--- config.mk ---
export PLATFORM = sky130hd
export DESIGN_NAME = memCmdFifo
export DESIGN_NICKNAME = d
export VERILOG_FILES = /design/src/cachePkg.sv /design/src/memCmdFifo.sv
export SDC_FILE = /design/constraint.sdc
export NUM_CORES = 1
export LEC_CHECK = 0
export BUFFER_PORTS_ARGS = -buffer_cell sky130_fd_sc_hd__buf_2
export CAP_MARGIN = 20
export CORE_UTILIZATION = 55
export CTS_CLUSTER_DIAMETER = 200
export DETAILED_ROUTE_END_ITERATION = 6
export PLACE_DENSITY = 0.76
export SLEW_MARGIN = 10
export SYNTH_ARGS = -nofsm -noshare
export SYNTH_HDL_FRONTEND = slang
export SYNTH_SLANG_ARGS = --single-unit
--- constraint.sdc ---
create_clock -name clk -period 10.5 [get_ports clk]
set_input_delay 1.575 -clock clk [delete_from_list [all_inputs] [get_ports clk]]
set_output_delay 1.575 -clock clk [all_outputs]
set_load 0.02 [all_outputs]
--- src/cachePkg.sv ---
package cachePkg;

    localparam int WORD_BITS = 32;
    localparam int LINE_WORDS = 16;

    // Data word or byte address
    typedef logic [WORD_BITS-1:0] Word;

    // External line number from byte address bits 31 down to 6
    typedef logic [WORD_BITS-7:0] LineTag;

    typedef logic [$clog2(LINE_WORDS)-1:0] WordOffset;

    typedef enum logic {
        COPY_FILL,
        COPY_WRITEBACK
    } CopyDir;

    typedef enum logic [1:0] {
        MS_IDLE,
        MS_EVICT,
        MS_FILL,
        MS_FENCE
    } MissState;

    typedef struct packed {
        logic valid;
        logic isStore;
        Word addr;
        Word data;
    } MemUop;

    typedef struct packed {
        logic valid;
        logic isStore;
        Word slotAddr;
        Word data;
    } MemResult;

    typedef struct packed {
        logic valid;
        CopyDir dir;
        Word slot;
        LineTag tag;
    } CopyCmd;

    // Progress counts copied words and done marks a finished line
    typedef struct packed {
        logic busy;
        logic done;
        WordOffset progress;
        CopyDir dir;
    } CopyStatus;

endpackage

--- src/memCmdFifo.sv ---
`timescale 1ns/100ps

module memCmdFifo #(
    parameter int FIFO_DEPTH = 4
) (
    input  logic             clk,
    input  logic             rst,
    input  cachePkg::CopyCmd push,
    output logic             full,
    input  logic             engineBusy,
    output cachePkg::CopyCmd cmd,
    output logic             cmdStart
);

    localparam int PTR_BITS = (FIFO_DEPTH > 1) ? $clog2(FIFO_DEPTH) : 1;

    cachePkg::CopyCmd mem [FIFO_DEPTH];
    logic [PTR_BITS-1:0] wrPtr;
    logic [PTR_BITS-1:0] rdPtr;
    logic [PTR_BITS:0] count;
    logic pop;

    assign full = count == (PTR_BITS+1)'(FIFO_DEPTH);

    // The command in flight on cmdStart has not raised busy yet
    assign pop = count != '0 && !engineBusy && !cmdStart;

    always_ff @(posedge clk) begin
        if (push.valid) begin
            mem[wrPtr] <= push;
        end
    end

    always_ff @(posedge clk) begin
        if (rst) begin
            wrPtr <= '0;
            rdPtr <= '0;
            count <= '0;
            cmdStart <= 1'b0;
            cmd.valid <= 1'b0;
        end else begin
            if (push.valid) begin
                wrPtr <= (wrPtr == PTR_BITS'(FIFO_DEPTH - 1)) ? '0 : wrPtr + 1'b1;
            end
            if (pop) begin
                rdPtr <= (rdPtr == PTR_BITS'(FIFO_DEPTH - 1)) ? '0 : rdPtr + 1'b1;
                cmd <= mem[rdPtr];
            end
            count <= count + (PTR_BITS+1)'(push.valid) - (PTR_BITS+1)'(pop);
            cmdStart <= pop;
        end
    end

    assert property (@(posedge clk) disable iff (rst) push.valid |-> !full)
        else $error("push into full command FIFO");

endmodule

# Yosys cells after proc, flatten, opt, wreduce, memory -nomap -nowiden
# Memory sizes are Yosys's and may differ from the RTL's. A register that Yosys moved wholly into a read port is not among the register bits.
# Index checks and enable logic that the tools add are counted.
# classes
muxes	6
reduce_logical	6
n_addsub	4
bitwise	1
eq_ne	3
# ops
cell	count
2-bit two-way mux	4
2-bit by 1-bit adder with 2-bit output (second input constant)	2
2-bit equality test (second input constant)	2
3-bit by 1-bit adder with 3-bit output	1
3-bit equality test (second input constant)	1
3-bit nonzero test	1
3-bit by 1-bit subtractor with 3-bit output	1
1-bit logical AND	2
1-bit logical NOT	2
1-bit two-way mux	2
2-bit AND reduction	1
1-bit NOT	1
# word_totals
out_inout_bits	62
wordCells	29
ramBits	240
reg_bits	68
n_memories	1
inputBits	63
# mem_list
name	words	width	rd	rd_ports_with_merged_regs	write_ports	line_no	source
mem	4	60	1	1	1	memCmdFifo.sv:17	cachePkg::CopyCmd mem [FIFO_DEPTH];

# Longest topological paths before layout
# depth
ltp_word	5
depth_mapped	9
depth_no_buf	8

# Worst setup path before layout
# OpenSTA, ideal clock, no wires.
# synth_timing
path_type	input port to flip-flop
startpoint	input port engineBusy
endpoint	register cmd[0] (netlist bit), enable pin
cell_stages	3
setup_slack_ns	3.984
setup_ns	0.549
required_ns	9.951
n_path_buf	1
arrival_time_ns	5.967
cell_sequence	or2_0 -> buf_2 -> nor3_1
# synth_between
elab_chain_cells	4
# synth_lines
element	line_no	source
start: declaration	memCmdFifo.sv:10	input logic engineBusy,
1-bit logical NOT	memCmdFifo.sv:26	assign pop = count != '0 && !engineBusy && !cmdStart;
1-bit logical AND (2 in series)	memCmdFifo.sv:26	
2-bit AND reduction (no line)	n/a	
end signal: assignment	memCmdFifo.sv:47	cmd <= mem[rdPtr];
end: declaration	memCmdFifo.sv:11	output cachePkg::CopyCmd cmd,
# Every way passes these cells.
# A chain may end at the register's enable or synchronous reset.

# Worst setup path in the final report
# layout_timing
startpoint	register count[1]
endpoint	output port full
# layout_between
elab_chain_cells	1
# layout_lines
element	line_no	source
start: declaration	memCmdFifo.sv:20	logic [PTR_BITS:0] count;
start signal: assignment	memCmdFifo.sv:49	count <= count + (PTR_BITS+1)'(push.valid) - (PTR_BITS+1)'(pop);
3-bit equality test	memCmdFifo.sv:23	assign full = count == (PTR_BITS+1)'(FIFO_DEPTH);
end: declaration	memCmdFifo.sv:9	output logic full,
# Every way passes these cells.

==> key figures <==
Floorplanning
  • Row count: 51
  • Die Span X: 143.3 µm
  • Ports: 125
  • Die area: 0.02054 mm²
  • Core footprint: 0.01953 mm²
  • Die Ht: 143.3 µm
  • Starting density of the core: 0.5626

Power and ir drop
  • Power per cell area: 225.7 mW/mm²
  • Net Sw Power: 0.0006528 W
  • Peak VDD IR: 0.1378 mV
  • Leak pwr: 4.305 nW
  • Clk pwr share: 0.352
  • Sw Share: 0.2254
  • Comb power frac: 0.120
  • Seq pwr share: 0.528
  • Internal power: 0.002244 W

Yosys
  • Post-synth top cells: edfxtp_1, mux4_2, dfxtp_1
  • Synth Warn #: 0
  • Post-synthesis cell area: 0.01099 mm²
  • Netlist cell types: 23
  • Asr flop ratio synth: 0
  • Main synth FF type: edfxtp_1
  • Ranking of synthesized cells by area: edfxtp_1, mux4_2, mux4_1, dfxtp_1, ha_1
  • Seq/Total Area, Yosys: 0.8374
  • Area leader, netlist: edfxtp_1
  • EDFF count, synth: 299
  • Synth Register Bits: 310
  • Share of the synthesized area in the top cell type: 0.8173
  • Synthesized area per cell: 25.49 µm²
  • Mapped Cells: 431
  • Most frequent cell after synthesis: edfxtp_1
  • Synth Net Count: 502

Job
  • # Max-Cap Violations: 0

Drt
  • DRC violations left: 0
  • Max layer used: met5
  • DR iter-0 viols: 275
  • DRT Pass-1 Iters: 5
  • Vias/cell: 5.484
  • Met3 WL: 1.187 mm
  • Post-DRT Antenna Nets: 0
  • DR WL met2: 9.329 mm
  • Met1 WL: 7.138 mm
  • Drt total wl: 17.94 mm
  • Vias: 4711
  • WL/cell: 20.89 µm

Worst setup path
  • Worst Setup Start Kind: register
  • Crit end category: output port
  • CP max FO: 4
  • WP data required: 8.93 ns
  • Crit path DAT: 1.31 ns
  • Critical path type: register to output port

Timing
  • Final hold vios: 0
  • Fin. max-slew vios: 0
  • Final Critical Period: 2.886 ns
  • Worst-Margin Slew: 0.9121 ns
  • RSZ-0062 raised after global routing: no
  • Final setup vio count: 0
  • Final worst slack: 7.614 ns
  • FMAX: 346.5 MHz
  • Fin crit share: 0.2748
  • Sum Neg Setup Slack: 0 ns
  • Slew HR: 0.3919
  • Layout Skew: 0.007443 ns

Clocking
  • PostCTS Resize Cnt: 0
  • Skew-Pair Late Insertion Delay: 0.53 ns
  • CTS tree: done
  • CTS H-tree lvls: 1
  • Setup bufs post-CTS: 0
  • CTS Buf Count: 30
  • Clock Pin Slew Worst Setup and Hold Paths: 0.06 ns
  • Clock Path Buffers: 3
  • CTS sink cnt: 310
  • Clock root buffer: clkbuf_16
  • # hold bufs at CTS: 0

Finish
  • Reg area: 0.009206 mm²
  • Final nets: 644
  • Area grow syn2layout: 16.80%
  • Share of cells above drive strength 1: 0.3818
  • Fill cells: 1257
  • Multi-input gate area: 0.001687 mm²

GRT
  • Vias in the first global route: 4899
  • GRT overflow: 0
  • GRT Overall Usage: 0.1830
  • Largest net degree at the start of global routing: 61
  • Initial antenna violation count: 4
  • Global-route wire length before repair: 27.09 mm

Min path
  • Worst Hold Class: register to register

Place
  • Place WS: 7.147 ns
  • GP Congestion: 0.7124
  • HPWL Detailed: 9.706 mm
  • PortBufs: 124

Status
  • Status: completed
## final timing paths
kind / startpoint / end / slack [ns] / cells after the start
min reg2reg: cmd[59] / cmd[59] / 0.51 / 2
min: cmd[59] / cmd[59] / 0.51 / 2
max: count[1] / full / 7.61 / 3
max reg2reg: register / cmd[52] / 8.17 / 2
## cell usage in the layout, fill, tap and decap left out, drive strengths merged
master | synthesis | routed
diode | 0 | 2
nor3 | 3 | 3
fa | 1 | 1
and2 | 4 | 4
o21ai | 3 | 3
bufinv | 0 | 3
ha | 7 | 7
nand3 | 2 | 2
inv | 6 | 6
clkinv | 0 | 14
nor2b | 2 | 2
or2 | 1 | 1
xnor2 | 2 | 2
mux2i | 2 | 2
buf | 11 | 126
dfxtp | 11 | 11
clkbuf | 5 | 34
a21oi | 3 | 3
edfxtp | 299 | 299
nor2 | 6 | 6
or3 | 1 | 1
or4 | 1 | 1
and3 | 1 | 1
mux4 | 60 | 60
## metrics by stage
| stage | instances | hold WS (ns) | total power (W) | area [µm²] | util |
|---|---|---|---|---|---|
| after global placement | 806 | 0.4736 | 0.001891 | 11880 | 0.6085 |
| after global routing | 858 | 0.5392 | 0.003005 | 12830 | 0.6570 |
| after CTS | 857 | 0.5103 | 0.002925 | 12830 | 0.6569 |
| final | 859 | 0.5091 | 0.002896 | 12830 | 0.6571 |
| after floorplan | 431 | 0.4717 | 0.001805 | 10990 | - |
| after detailed placement | 806 | 0.4874 | 0.001908 | 11880 | 0.6085 |
## layout make-up
type                       count  share of cell area
sequential                   310              0.7175
multi-input combinational     99              0.1314
clock buffer                  34             0.06134
timing repair buffer         126             0.04954
tap                          265             0.02584
clock inverter                17             0.01219
inverter                       6            0.001755
antenna                        2           0.0003901
## cells by family after synthesis
kind of cell	Yosys count	share of synthesized area
adder cells (fa/ha/maj)	8	0.009795
AO/OA/AOI/OAI	6	0.002733
buffers and inverters	22	0.01048
XOR/XNOR	2	0.001595
flip-flops	310	0.8374
multiplexers	62	0.1279
AND/OR/NAND/NOR	21	0.01014
## worst max-delay path, stage by stage (launching register included)
cell and delay [ns]:
dfxtp_1 0.39, inv_1 0.09, and3_1 0.15, buf_2 0.15
## state kept, by name, summed over array words and instances, names as in the netlist, named ones only
name / flops
wrPtr: 2
count: 3
cmdStart: 1
rdPtr: 2
mem: 240
cmd: 60
## routing by layer
metal / vias to the layer above / GRT usage
met5: - / 0
met4: 2 / 0.05095
met2: 157 / 0.3119
met1: 2416 / 0.2371
met3: 28 / 0.04499
li1: 2108 / -
## power by group through the flow
stage | Clock, W | Combinational, W | Sequential [W]
floorplan | 0 | 0.000236 | 0.00157
global placement | 0 | 0.000340 | 0.00155
detailed placement | 0 | 0.000352 | 0.00156
CTS | 0.00104 | 0.000355 | 0.00153
global route | 0.00109 | 0.000380 | 0.00154
finish | 0.00102 | 0.000347 | 0.00153
(Power assumes the default switching activity.)
